File: config.mk
export PLATFORM = sky130hd
export DESIGN_NAME = csr_subsys_top
export DESIGN_NICKNAME = d
export VERILOG_FILES = /design/src/hw/csr_pkg.sv /design/src/hw/csr_rsp_buffer.sv /design/src/hw/csr_file.sv /design/src/hw/irq_ctrl_csr.sv /design/src/hw/csr_unit.sv /design/src/hw/csr_subsys_top.sv
export VERILOG_INCLUDE_DIRS = /design/src /design/src/hw
export SDC_FILE = /design/constraint.sdc
export NUM_CORES = 1
export LEC_CHECK = 0
export ABC_AREA = 1
export BUFFER_PORTS_ARGS = -buffer_cell sky130_fd_sc_hd__buf_2
export CORE_ASPECT_RATIO = 0.75
export CORE_MARGIN = 2
export CORE_UTILIZATION = 25
export CTS_BUF_LIST = sky130_fd_sc_hd__clkbuf_8
export DETAILED_ROUTE_END_ITERATION = 6
export SLEW_MARGIN = 15
export SYNTH_ARGS = -nofsm -noshare
export SYNTH_HDL_FRONTEND = slang
export SYNTH_SLANG_ARGS = --single-unit
File: constraint.sdc
create_clock -name clk -period 4 [get_ports clk]
set_input_delay 0.2 -clock clk [delete_from_list [all_inputs] [get_ports clk]]
set_output_delay 0.2 -clock clk [all_outputs]
set_load 0.03 [all_outputs]
File: src/hw/csr_macros.svh
////////////////////
// CSR subsystem constants
// widths, CSR addresses, operation codes
// and buffer sizes for the CSR block
////////////////////

`ifndef CSR_MACROS_SVH
`define CSR_MACROS_SVH

// datapath and id widths
`define CSR_ADDR_W      12
`define CSR_DATA_W      32
`define NUM_WARPS       4
`define WARP_ID_W       2
`define REG_ID_W        5
`define IRQ_LINES       8

// operation codes
`define CSR_OP_RW       2'd0
`define CSR_OP_RS       2'd1
`define CSR_OP_RC       2'd2

// local CSR addresses
`define CSR_MSCRATCH    12'h340
`define CSR_MCYCLE      12'hB00
`define CSR_MINSTRET    12'hB02
`define CSR_MHARTID     12'hF14

// interrupt controller window, end is exclusive
`define CSR_IRQ_ENABLE  12'h7C0
`define CSR_IRQ_PENDING 12'h7C1
`define CSR_IRQ_BEGIN   12'h7C0
`define CSR_IRQ_END     12'h7C2

`define RSP_BUF_DEPTH   2

`endif

File: src/hw/csr_pkg.sv
////////////////////
// CSR subsystem types
// vector typedefs shared by the CSR
// unit, its register blocks and the
// testbench
////////////////////

`include "csr_macros.svh"

package csr_pkg;

    // CSR address as decoded by the unit
    typedef logic [`CSR_ADDR_W-1:0] csr_addr_t;

    // value read from or written to a CSR
    typedef logic [`CSR_DATA_W-1:0] csr_data_t;

    // warp index, selects the per-warp scratch
    typedef logic [`WARP_ID_W-1:0] warp_id_t;

    // destination register carried back with the response
    typedef logic [`REG_ID_W-1:0] reg_id_t;

    // rw / rs / rc selector
    typedef logic [1:0] csr_op_t;

    // one bit per external interrupt line
    typedef logic [`IRQ_LINES-1:0] irq_mask_t;

endpackage

File: src/hw/csr_rsp_buffer.sv
////////////////////
// csr_rsp_buffer
// small in-order FIFO for CSR responses,
// absorbs back-pressure on the commit side
////////////////////

`timescale 1ns/1ps

`include "csr_macros.svh"

module csr_rsp_buffer import csr_pkg::*; (
    input  logic      clk,
    input  logic      reset,

    input  logic      in_valid,
    output logic      in_ready,
    input  csr_data_t in_data,
    input  warp_id_t  in_wid,
    input  reg_id_t   in_rd,

    output logic      out_valid,
    input  logic      out_ready,
    output csr_data_t out_data,
    output warp_id_t  out_wid,
    output reg_id_t   out_rd
);

    localparam int DEPTH = `RSP_BUF_DEPTH;
    localparam int PTR_W = $clog2(DEPTH);
    localparam int CNT_W = $clog2(DEPTH + 1);

    csr_data_t        data_q [DEPTH];
    warp_id_t         wid_q  [DEPTH];
    reg_id_t          rd_q   [DEPTH];

    logic [PTR_W-1:0] wr_ptr_q;
    logic [PTR_W-1:0] rd_ptr_q;
    logic [CNT_W-1:0] count_q;
    logic             push;
    logic             pop;

    assign in_ready  = (count_q != CNT_W'(DEPTH));
    assign out_valid = (count_q != '0);
    assign push      = in_valid && in_ready;
    assign pop       = out_valid && out_ready;

    assign out_data = data_q[rd_ptr_q];
    assign out_wid  = wid_q[rd_ptr_q];
    assign out_rd   = rd_q[rd_ptr_q];

    // payload slots, no reset needed
    always_ff @(posedge clk) begin
        if (push) begin
            data_q[wr_ptr_q] <= in_data;
            wid_q[wr_ptr_q]  <= in_wid;
            rd_q[wr_ptr_q]   <= in_rd;
        end
    end

    // push and pop may share a cycle, count holds then
    always_ff @(posedge clk) begin
        if (reset) begin
            wr_ptr_q <= '0;
            rd_ptr_q <= '0;
            count_q  <= '0;
        end else begin
            if (push) begin
                wr_ptr_q <= (wr_ptr_q == PTR_W'(DEPTH - 1)) ? '0 : wr_ptr_q + 1'b1;
            end
            if (pop) begin
                rd_ptr_q <= (rd_ptr_q == PTR_W'(DEPTH - 1)) ? '0 : rd_ptr_q + 1'b1;
            end
            if (push && !pop) begin
                count_q <= count_q + 1'b1;
            end else if (pop && !push) begin
                count_q <= count_q - 1'b1;
            end
        end
    end

endmodule

File: src/hw/csr_file.sv
////////////////////
// csr_file
// core-local CSRs: per-warp scratch,
// cycle and retired counters, hart id
// combinational read, write at the edge
////////////////////

`timescale 1ns/1ps

`include "csr_macros.svh"

module csr_file import csr_pkg::*; #(
    parameter int CORE_ID = 0
) (
    input  logic      clk,
    input  logic      reset,

    // read port, answered in the same cycle
    input  csr_addr_t rd_addr,
    input  warp_id_t  rd_wid,
    output csr_data_t rd_data,
    output logic      rd_hit,

    // write port
    input  logic      wr_en,
    input  csr_addr_t wr_addr,
    input  warp_id_t  wr_wid,
    input  csr_data_t wr_data,

    // one pulse per accepted CSR request
    input  logic      retire
);

    csr_data_t scratch_q [`NUM_WARPS];
    csr_data_t mcycle_q;
    csr_data_t minstret_q;
    csr_data_t hart_id;

    logic      wr_scratch;
    logic      wr_mcycle;
    logic      wr_minstret;

    // global hart index, one hart per warp
    assign hart_id = csr_data_t'(CORE_ID * `NUM_WARPS) + csr_data_t'(rd_wid);

    assign wr_scratch  = wr_en && (wr_addr == `CSR_MSCRATCH);
    assign wr_mcycle   = wr_en && (wr_addr == `CSR_MCYCLE);
    assign wr_minstret = wr_en && (wr_addr == `CSR_MINSTRET);

    always_ff @(posedge clk) begin
        if (reset) begin
            for (int i = 0; i < `NUM_WARPS; i++) begin
                scratch_q[i] <= '0;
            end
        end else if (wr_scratch) begin
            scratch_q[wr_wid] <= wr_data;
        end
    end

    // free running, a write loads a new start value
    always_ff @(posedge clk) begin
        if (reset) begin
            mcycle_q <= '0;
        end else if (wr_mcycle) begin
            mcycle_q <= wr_data;
        end else begin
            mcycle_q <= mcycle_q + 1'b1;
        end
    end

    // an explicit write takes priority over the retire increment
    always_ff @(posedge clk) begin
        if (reset) begin
            minstret_q <= '0;
        end else if (wr_minstret) begin
            minstret_q <= wr_data;
        end else if (retire) begin
            minstret_q <= minstret_q + 1'b1;
        end
    end

    // mhartid has no write path, so writes to it fall through
    always_comb begin
        rd_data = '0;
        rd_hit  = 1'b1;
        case (rd_addr)
            `CSR_MSCRATCH: rd_data = scratch_q[rd_wid];
            `CSR_MCYCLE:   rd_data = mcycle_q;
            `CSR_MINSTRET: rd_data = minstret_q;
            `CSR_MHARTID:  rd_data = hart_id;
            default:       rd_hit  = 1'b0;
        endcase
    end

endmodule

File: src/hw/irq_ctrl_csr.sv
////////////////////
// irq_ctrl_csr
// interrupt controller CSRs: enable mask
// and sticky pending bits from external
// lines, registered interrupt output
////////////////////

`timescale 1ns/1ps

`include "csr_macros.svh"

module irq_ctrl_csr import csr_pkg::*; (
    input  logic      clk,
    input  logic      reset,

    // read port, combinational
    input  csr_addr_t rd_addr,
    output csr_data_t rd_data,

    // write port
    input  logic      wr_en,
    input  csr_addr_t wr_addr,
    input  csr_data_t wr_data,

    // external lines in, request to the core out
    input  irq_mask_t irq_lines,
    output logic      irq_out
);

    irq_mask_t enable_q;
    irq_mask_t pending_q;
    irq_mask_t pending_next;

    logic      wr_enable;
    logic      wr_pending;

    assign wr_enable  = wr_en && (wr_addr == `CSR_IRQ_ENABLE);
    assign wr_pending = wr_en && (wr_addr == `CSR_IRQ_PENDING);

    // a write can only drop a bit whose line is low this cycle
    always_comb begin
        if (wr_pending) begin
            pending_next = wr_data[`IRQ_LINES-1:0] | irq_lines;
        end else begin
            pending_next = pending_q | irq_lines;
        end
    end

    always_ff @(posedge clk) begin
        if (reset) begin
            enable_q <= '0;
        end else if (wr_enable) begin
            enable_q <= wr_data[`IRQ_LINES-1:0];
        end
    end

    always_ff @(posedge clk) begin
        if (reset) begin
            pending_q <= '0;
        end else begin
            pending_q <= pending_next;
        end
    end

    // one cycle behind a change of pending or enable
    always_ff @(posedge clk) begin
        if (reset) begin
            irq_out <= 1'b0;
        end else begin
            irq_out <= |(pending_q & enable_q);
        end
    end

    always_comb begin
        case (rd_addr)
            `CSR_IRQ_ENABLE:  rd_data = csr_data_t'(enable_q);
            `CSR_IRQ_PENDING: rd_data = csr_data_t'(pending_q);
            default:          rd_data = '0;
        endcase
    end

endmodule

File: src/hw/csr_unit.sv
////////////////////
// csr_unit
// CSR execute stage: address decode,
// old value select, read-modify-write
// and buffered response to commit
////////////////////

`timescale 1ns/1ps

`include "csr_macros.svh"

module csr_unit import csr_pkg::*; #(
    parameter int CORE_ID = 0
) (
    input  logic      clk,
    input  logic      reset,

    // execute request
    input  logic      req_valid,
    output logic      req_ready,
    input  csr_op_t   req_op,
    input  csr_addr_t req_addr,
    input  logic      req_use_imm,
    input  logic [4:0] req_imm,
    input  csr_data_t req_rs1,
    input  warp_id_t  req_wid,
    input  reg_id_t   req_rd,

    // commit response
    output logic      rsp_valid,
    input  logic      rsp_ready,
    output csr_data_t rsp_data,
    output warp_id_t  rsp_wid,
    output reg_id_t   rsp_rd,

    // core-local CSR file
    output csr_addr_t file_rd_addr,
    output warp_id_t  file_rd_wid,
    input  csr_data_t file_rd_data,
    input  logic      file_rd_hit,
    output logic      file_wr_en,
    output csr_addr_t file_wr_addr,
    output warp_id_t  file_wr_wid,
    output csr_data_t file_wr_data,
    output logic      retire,

    // interrupt controller CSRs
    output csr_addr_t irq_rd_addr,
    input  csr_data_t irq_rd_data,
    output logic      irq_wr_en,
    output csr_addr_t irq_wr_addr,
    output csr_data_t irq_wr_data
);

    logic      req_fire;
    logic      irq_addr_hit;
    logic      read_only;
    logic      wr_allowed;
    csr_data_t src_data;
    csr_data_t old_data;
    csr_data_t new_data;

    // hart ids are built from a non-negative core index
    if (CORE_ID < 0) begin : g_core_id_check
        $error("csr_unit: CORE_ID must be non-negative");
    end

    assign req_fire     = req_valid && req_ready;
    assign irq_addr_hit = (req_addr >= `CSR_IRQ_BEGIN) && (req_addr < `CSR_IRQ_END);
    // standard encoding, top two address bits set means read-only
    assign read_only    = (req_addr[`CSR_ADDR_W-1 -: 2] == 2'b11);

    assign src_data = req_use_imm ? csr_data_t'(req_imm) : req_rs1;

    // unknown addresses read as zero
    assign old_data = irq_addr_hit ? irq_rd_data :
                      file_rd_hit  ? file_rd_data : '0;

    always_comb begin
        case (req_op)
            `CSR_OP_RW: new_data = src_data;
            `CSR_OP_RS: new_data = old_data | src_data;
            `CSR_OP_RC: new_data = old_data & ~src_data;
            default:    new_data = old_data;
        endcase
    end

    // rs/rc with a zero source is a pure read
    assign wr_allowed = (req_op == `CSR_OP_RW) || (src_data != '0);

    assign file_rd_addr = req_addr;
    assign file_rd_wid  = req_wid;
    assign file_wr_en   = req_fire && wr_allowed && !irq_addr_hit && file_rd_hit && !read_only;
    assign file_wr_addr = req_addr;
    assign file_wr_wid  = req_wid;
    assign file_wr_data = new_data;
    assign retire       = req_fire;

    assign irq_rd_addr = req_addr;
    assign irq_wr_en   = req_fire && wr_allowed && irq_addr_hit;
    assign irq_wr_addr = req_addr;
    assign irq_wr_data = new_data;

    // old value goes back, ready follows buffer space
    csr_rsp_buffer rsp_buf_i (
        .clk       (clk),
        .reset     (reset),
        .in_valid  (req_valid),
        .in_ready  (req_ready),
        .in_data   (old_data),
        .in_wid    (req_wid),
        .in_rd     (req_rd),
        .out_valid (rsp_valid),
        .out_ready (rsp_ready),
        .out_data  (rsp_data),
        .out_wid   (rsp_wid),
        .out_rd    (rsp_rd)
    );

endmodule

File: src/hw/csr_subsys_top.sv
////////////////////
// csr_subsys_top
// CSR unit with its local CSR file and
// interrupt controller CSR block
////////////////////

`timescale 1ns/1ps

module csr_subsys_top import csr_pkg::*; #(
    parameter int CORE_ID = 0
) (
    input  logic       clk,
    input  logic       reset,
    input  logic       req_valid,
    output logic       req_ready,
    input  csr_op_t    req_op,
    input  csr_addr_t  req_addr,
    input  logic       req_use_imm,
    input  logic [4:0] req_imm,
    input  csr_data_t  req_rs1,
    input  warp_id_t   req_wid,
    input  reg_id_t    req_rd,
    output logic       rsp_valid,
    input  logic       rsp_ready,
    output csr_data_t  rsp_data,
    output warp_id_t   rsp_wid,
    output reg_id_t    rsp_rd,
    input  irq_mask_t  irq_lines,
    output logic       irq_out
);

    csr_addr_t file_rd_addr;
    warp_id_t  file_rd_wid;
    csr_data_t file_rd_data;
    logic      file_rd_hit;
    logic      file_wr_en;
    csr_addr_t file_wr_addr;
    warp_id_t  file_wr_wid;
    csr_data_t file_wr_data;
    logic      retire;
    csr_addr_t irq_rd_addr;
    csr_data_t irq_rd_data;
    logic      irq_wr_en;
    csr_addr_t irq_wr_addr;
    csr_data_t irq_wr_data;

    csr_unit #(
        .CORE_ID (CORE_ID)
    ) csr_unit_i (
        .clk          (clk),
        .reset        (reset),
        .req_valid    (req_valid),
        .req_ready    (req_ready),
        .req_op       (req_op),
        .req_addr     (req_addr),
        .req_use_imm  (req_use_imm),
        .req_imm      (req_imm),
        .req_rs1      (req_rs1),
        .req_wid      (req_wid),
        .req_rd       (req_rd),
        .rsp_valid    (rsp_valid),
        .rsp_ready    (rsp_ready),
        .rsp_data     (rsp_data),
        .rsp_wid      (rsp_wid),
        .rsp_rd       (rsp_rd),
        .file_rd_addr (file_rd_addr),
        .file_rd_wid  (file_rd_wid),
        .file_rd_data (file_rd_data),
        .file_rd_hit  (file_rd_hit),
        .file_wr_en   (file_wr_en),
        .file_wr_addr (file_wr_addr),
        .file_wr_wid  (file_wr_wid),
        .file_wr_data (file_wr_data),
        .retire       (retire),
        .irq_rd_addr  (irq_rd_addr),
        .irq_rd_data  (irq_rd_data),
        .irq_wr_en    (irq_wr_en),
        .irq_wr_addr  (irq_wr_addr),
        .irq_wr_data  (irq_wr_data)
    );

    csr_file #(
        .CORE_ID (CORE_ID)
    ) csr_file_i (
        .clk     (clk),
        .reset   (reset),
        .rd_addr (file_rd_addr),
        .rd_wid  (file_rd_wid),
        .rd_data (file_rd_data),
        .rd_hit  (file_rd_hit),
        .wr_en   (file_wr_en),
        .wr_addr (file_wr_addr),
        .wr_wid  (file_wr_wid),
        .wr_data (file_wr_data),
        .retire  (retire)
    );

    irq_ctrl_csr irq_ctrl_csr_i (
        .clk       (clk),
        .reset     (reset),
        .rd_addr   (irq_rd_addr),
        .rd_data   (irq_rd_data),
        .wr_en     (irq_wr_en),
        .wr_addr   (irq_wr_addr),
        .wr_data   (irq_wr_data),
        .irq_lines (irq_lines),
        .irq_out   (irq_out)
    );

endmodule

==> After elaboration in Yosys (flattened, before gate mapping) <==
Memories as Yosys holds them, arrays and structs flattened. A register that Yosys moved wholly into a read port is not among the register bits.
Cells that the tools add are included.
{ "classes": {"order_cmp": 2, "n_eq_ne": 10, "muxes": 31, "bitwise_logic": 6, "add_sub_neg": 6, "n_reduce_logical": 28} }
{ "ops": {"columns": ["operator", "count"], "rows": [
  ["$mux W32", 7],
  ["$pmux W32 S4", 1],
  ["$pmux W32 S3", 1],
  ["$add A32 B1 Y32 const B", 2],
  ["$eq A12 B12 Y1 const B", 3],
  ["$and A32 B32 Y32", 1],
  ["$not A32 Y32", 1],
  ["$or A32 B32 Y32", 1],
  ["$reduce_bool A32 Y1", 1],
  ["$reduce_or A32 Y1", 1],
  ["$eq A12 B11 Y1 const B", 2],
  ["$mux W1", 17],
  ["$or A8 B8 Y8", 2],
  ["$pmux W8 S2", 1],
  ["$logic_and A1 B1 Y1", 15],
  ["$eq A12 B10 Y1 const B", 1],
  ["$ge A12 B11 Y1 const B", 1],
  ["$lt A12 B11 Y1 const B", 1],
  ["$and A8 B8 Y8", 1],
  ["$mux W8", 1],
  ["$reduce_or A8 Y1", 1],
  ["$mux W2", 3],
  ["$reduce_bool A2 Y1", 3],
  ["$eq A2 B2 Y1 const B", 2],
  ["other kinds (9)", 13]
]} }
{ "totals": {"ram_bits": 206, "input_bits": 71, "memories": 4, "output_inout_bits": 42, "regBits": 85} }
{ "memory_table": {"columns": ["name", "words", "word_bits", "read_ports", "rd_ports_with_merged_regs", "write_ports", "line", "rtl"], "rows": [
  ["csr_file_i.scratch_q", 4, 32, 1, 0, 4, "csr_file.sv:34", "csr_data_t scratch_q [`NUM_WARPS];"],
  ["csr_unit_i.rsp_buf_i.data_q", 2, 32, 1, 1, 1, "csr_rsp_buffer.sv:32", "csr_data_t data_q [DEPTH];"],
  ["csr_unit_i.rsp_buf_i.rd_q", 2, 5, 1, 1, 1, "csr_rsp_buffer.sv:34", "reg_id_t rd_q [DEPTH];"],
  ["csr_unit_i.rsp_buf_i.wid_q", 2, 2, 1, 1, 1, "csr_rsp_buffer.sv:33", "warp_id_t wid_q [DEPTH];"]
]} }

==> Depth between registers and ports, before layout <==
{ "depth": {"depth_word": 13, "mapped_depth": 17} }

==> By module <==
A second synthesis with hierarchy kept.
{ "unflattened": {"cells_unflattened": 2296, "hier_area_um2": 17267.8} }
{ "by_module_without_submodules": {"columns": ["module", "area_per_inst_um2", "cells_each", "instances", "seq_area_each_um2"], "rows": [
  ["csr_file", 10689.0, 1485, 1, 5124.9],
  ["csr_rsp_buffer", 3099.2, 158, 1, 2442.3],
  ["csr_unit", 2219.6, 462, 1, 0.0],
  ["irq_ctrl_csr", 1260.0, 191, 1, 340.3]
]} }

==> Worst setup path before layout <==
No wires, ideal clock.
{ "synth_timing": {"path_kind": "flip-flop to flip-flop", "from": "register csr_unit_i.rsp_buf_i.count_q[0]", "to": "memory csr_file_i.scratch_q[3][0] in the netlist's numbering (enable)", "stages_incl_launch_ff": 9, "arrival_ns": 3.682, "t_required_ns": 3.530, "slack_ns": -0.152, "cell_sequence": "dfxtp_1 > inv_1 > nand2_1 > nand2_1 > inv_1 > nand2_2 > nor2_4 > nand2_2 > o31ai_1"} }
{ "synth_rtl": {"columns": ["item", "line", "rtl"], "rows": [
  ["start, declared", "csr_rsp_buffer.sv:38", "logic [CNT_W-1:0] count_q;"],
  ["start signal, assigned", "csr_rsp_buffer.sv:74", "count_q <= count_q + 1'b1;"],
  ["start signal, assigned", "csr_rsp_buffer.sv:76", "count_q <= count_q - 1'b1;"],
  ["end, declared", "csr_file.sv:34", null]
]} }

==> Worst setup path in the final report <==
{ "layout_timing": {"from": "register csr_file_i.mcycle_q[2]", "to": "register csr_file_i.mcycle_q[31]"} }
{ "layout_via": {"elab_chain_cells": 2} }
{ "layout_rtl": {"columns": ["item", "line", "rtl"], "rows": [
  ["start, declared", "csr_file.sv:35", "csr_data_t mcycle_q;"],
  ["start signal, assigned", "csr_file.sv:65", "mcycle_q <= wr_data;"],
  ["start signal, assigned", "csr_file.sv:67", "mcycle_q <= mcycle_q + 1'b1;"],
  ["$add A32 B1 Y32", "csr_file.sv:67", null],
  ["$mux W32", "csr_file.sv:64", "end else if (wr_mcycle) begin"]
]} }
Every way passes these cells.
A chain may end at the register's enable or synchronous reset.

==> impl_metrics.ini <==
[status]
outcome = complete, no violations

[placement]
post-dp-hpwl_um = 38100
gp_congestion = 0.989
io_buffers = 112
postPlaceCellArea_um2 = 17100

[sta]
hold_viol_final = 0
relSlewSlack_pct = 26.6
tns_ns = 0
max_clock_freq_mhz = 365
worst_slew_pin_slew_ns = 1.09
fin_crit_ns = 2.74
finalCritPeriodShare_pct = 68.6
drv_slew = 0
rsz0062_at_grt = false
fin_skew_ns = 0.0392
final-setup-viol-count = 0
whs_ns = 0.141

[critical_path]
worstPathMaxFanout = 4
worst-setup-path-type = flop to flop
start_kind = flop
cp.required_ns = 4.53
ff2ff_setup_slack_ns = 1.26
crit_buf_inv = 0
crit_cells = 9
ff2ff_path_depth = 9
r2r-end = csr_file_i.mcycle_q[31]$_SDFF_PP0_
cp-end-kind = flop
critPathCapture = csr_file_i.mcycle_q[31]$_SDFF_PP0_
path_cells = nand3_1, nor2_2, nand2_1, nor4_1, nand2_1, or2_2, nand3_1, nand2_1, nor2_1
cpPeakStageDelay_ns = 0.87
cp-startpoint = csr_file_i.mcycle_q[2]$_SDFF_PP0_
cp_common_cell = nand2_1
slowest_stage = nor4_1
r2r_start = csr_file_i.mcycle_q[2]$_SDFF_PP0_
crit_family = simple AND/OR/NAND/NOR gates
cp.arrival_ns = 3.27

[die]
row_count = 79
ios = 113
core_um2 = 62200
die-area_um2 = 65000
start_util_pct = 25.3
die_height_um = 221
die_x_um = 294

[global_routing]
grt_usage_pct = 16.0
overflow = 0
grt_pass1_vias = 13111
antenna_found_initial = 0
grt_first_pass_wirelength_um = 79800
grt_max_degree = 68

[clock_tree]
ctsResizeCount = 0
cts_made_buffers = 46
root_buffer = clkbuf_8
cts_setup_buffers = 0
cts_tree = built
cts_hold_buf = 14
clock_sinks = 292
clk_path_buf_depth = 3
cts_max_level = 2
worstSkewPairLatency_ns = 0.61
path_clk_slew_ns = 0.07

[layout]
syn2layout_area_growth_pct = 15.2
finalNetCount = 2172
fillers = 6714
drive_above_1_share_pct = 14.8
final_cell_area_um2 = 18100

[min_path]
whs_path_depth = 7
hold_path.class = input pin to flop

[synth]
ys_warn_count = 0
syn_area_um2 = 15700
synth.largest_area_cell = edfxtp_1
synth_area_per_cell_um2 = 7.94
yosys.cell_types.count = 42
synthArstFlopShare_pct = 0
synth_top_area_share_pct = 39.3
synth_ff_type = edfxtp_1
synth_common_cells = nand2_1, nor2_1, edfxtp_1
synth-edff-count = 206
syn_nets = 2057
yosys_register_bits = 292
post-synth-top-count-cell = nand2_1
ys_top_cells_by_area = edfxtp_1, nand2_1, dfxtp_1
synth-seq-area-share_pct = 50.2
netlist_instances = 1983

[job]
drv_cap = 0

[drt]
drtAntennaViolNets = 0
drt-initial-drc-count = 1516
drt-vias-per-instance = 4.70
drt_first_pass_iters = 7
drc = 0
vias = 13846
routedWlPerCell_um = 17.9
routed_wirelength_um = 52600

[power_and_ir_drop]
ir_worst_vdd_mv = 0.202
p_per_area_nw_per_um2 = 405
p_leak_uw = 0.00705
[layout make-up]
class                      count  area [um^2]  share of cell area [%]
sequential                   292         7910                    43.6
multi-input combinational   1412         6690                    36.9
tap                          810         1010                    5.59
timing repair buffer         152          908                    5.01
inverter                     194          731                    4.03
clock buffer                  47          647                    3.57
clock inverter                38          245                    1.35
antenna                        1         2.50                  0.0138
[cell usage in the layout, fill, tap and decap left out, types with 39 or more instances in the layout]
master / count
clkbuf_8: 47
inv_1: 187
nand2_1: 559
nand3_1: 84
mux2_2: 39
edfxtp_1: 206
dfxtp_1: 85
a21oi_1: 70
nor2_1: 328
o21ai_0: 117
buf_2: 112
[power breakdown]
part | switching (uW) | internal, uW | leakage [uW]
combinational | 903 | 373 | 0.00375
sequential | 80.9 | 3430 | 0.00279
clock | 1270 | 1300 | 0.000512
total | 2260 | 5100 | 0.00705
[registers in the layout, summed over array words and instances, names as in the netlist, named ones only]
signal,count
csr_unit_i.rsp_buf_i.rd_q,10
csr_file_i.scratch_q,128
csr_unit_i.rsp_buf_i.wid_q,4
irq_ctrl_csr_i.enable_q,8
csr_unit_i.rsp_buf_i.wr_ptr_q,1
csr_unit_i.rsp_buf_i.rd_ptr_q,1
csr_unit_i.rsp_buf_i.data_q,64
irq_ctrl_csr_i.irq_out,1
csr_file_i.minstret_q,32
csr_unit_i.rsp_buf_i.count_q,2
csr_file_i.mcycle_q,32
irq_ctrl_csr_i.pending_q,8
[worst min path at each step]
stage | to | startpoint | slack (ns)
finish | irq_ctrl_csr_i.pending_q[5]$_SDFF_PP0_ | req_rs1[5] | 0.14
global route | irq_ctrl_csr_i.pending_q[5]$_SDFF_PP0_ | req_rs1[5] | 0.16
CTS | irq_ctrl_csr_i.pending_q[5]$_SDFF_PP0_ | req_rs1[5] | 0.10
detailed placement | csr_unit_i.rsp_buf_i.rd_q[0][4]$_DFFE_PP_ | req_rd[4] | 0.39
global placement | csr_unit_i.rsp_buf_i.rd_q[1][0]$_DFFE_PP_ | req_rd[0] | 0.39
floorplan | csr_unit_i.rsp_buf_i.rd_q[0][0]$_DFFE_PP_ | req_rd[0] | 0.30
[worst register-to-register path, delay by kind of cell (launching register included)]
family,cells,cell delay [ns]
flip-flops,1,0.41
AND/OR/NAND/NOR,9,2.26
[per-layer routing]
layer  GRT usage (%)  part of all wire, %  wire length [um]  vias to the layer above
met5               0                    0                 0                        -
met4            3.01                  1.5               803                        0
met3            5.50                   12              6360                       63
met2            22.6                   40             21100                      681
met1            23.3                   46             24300                     6355
li1                -                    -                 -                     6747
[per-stage QoR]
step | std cells | worst slack [ns] | utilization [%] | power [uW]
floorplan | 1983 | 0.663 | - | 4390
global placement | 2846 | 1.16 | 27.5 | 4840
detailed placement | 2846 | 1.12 | 27.5 | 4840
CTS | 2945 | 1.26 | 29.2 | 7420
global route | 2945 | 1.13 | 29.2 | 7660
finish | 2946 | 1.26 | 29.2 | 7360
[cell families (layout without fill, tap and decap cells)]
kind of cell	Yosys count	after routing	share of synthesized area, %
xor+xnor	31	31	1.72
buf+inv	279	431	7.52
compound gates	259	259	9.06
simple gates	1080	1080	28.5
flops	292	292	50.2
fa+ha+maj	3	3	0.238
other cells	0	1	0
mux	39	39	2.79
No activity file was read; power rests on OpenSTA's default activity.
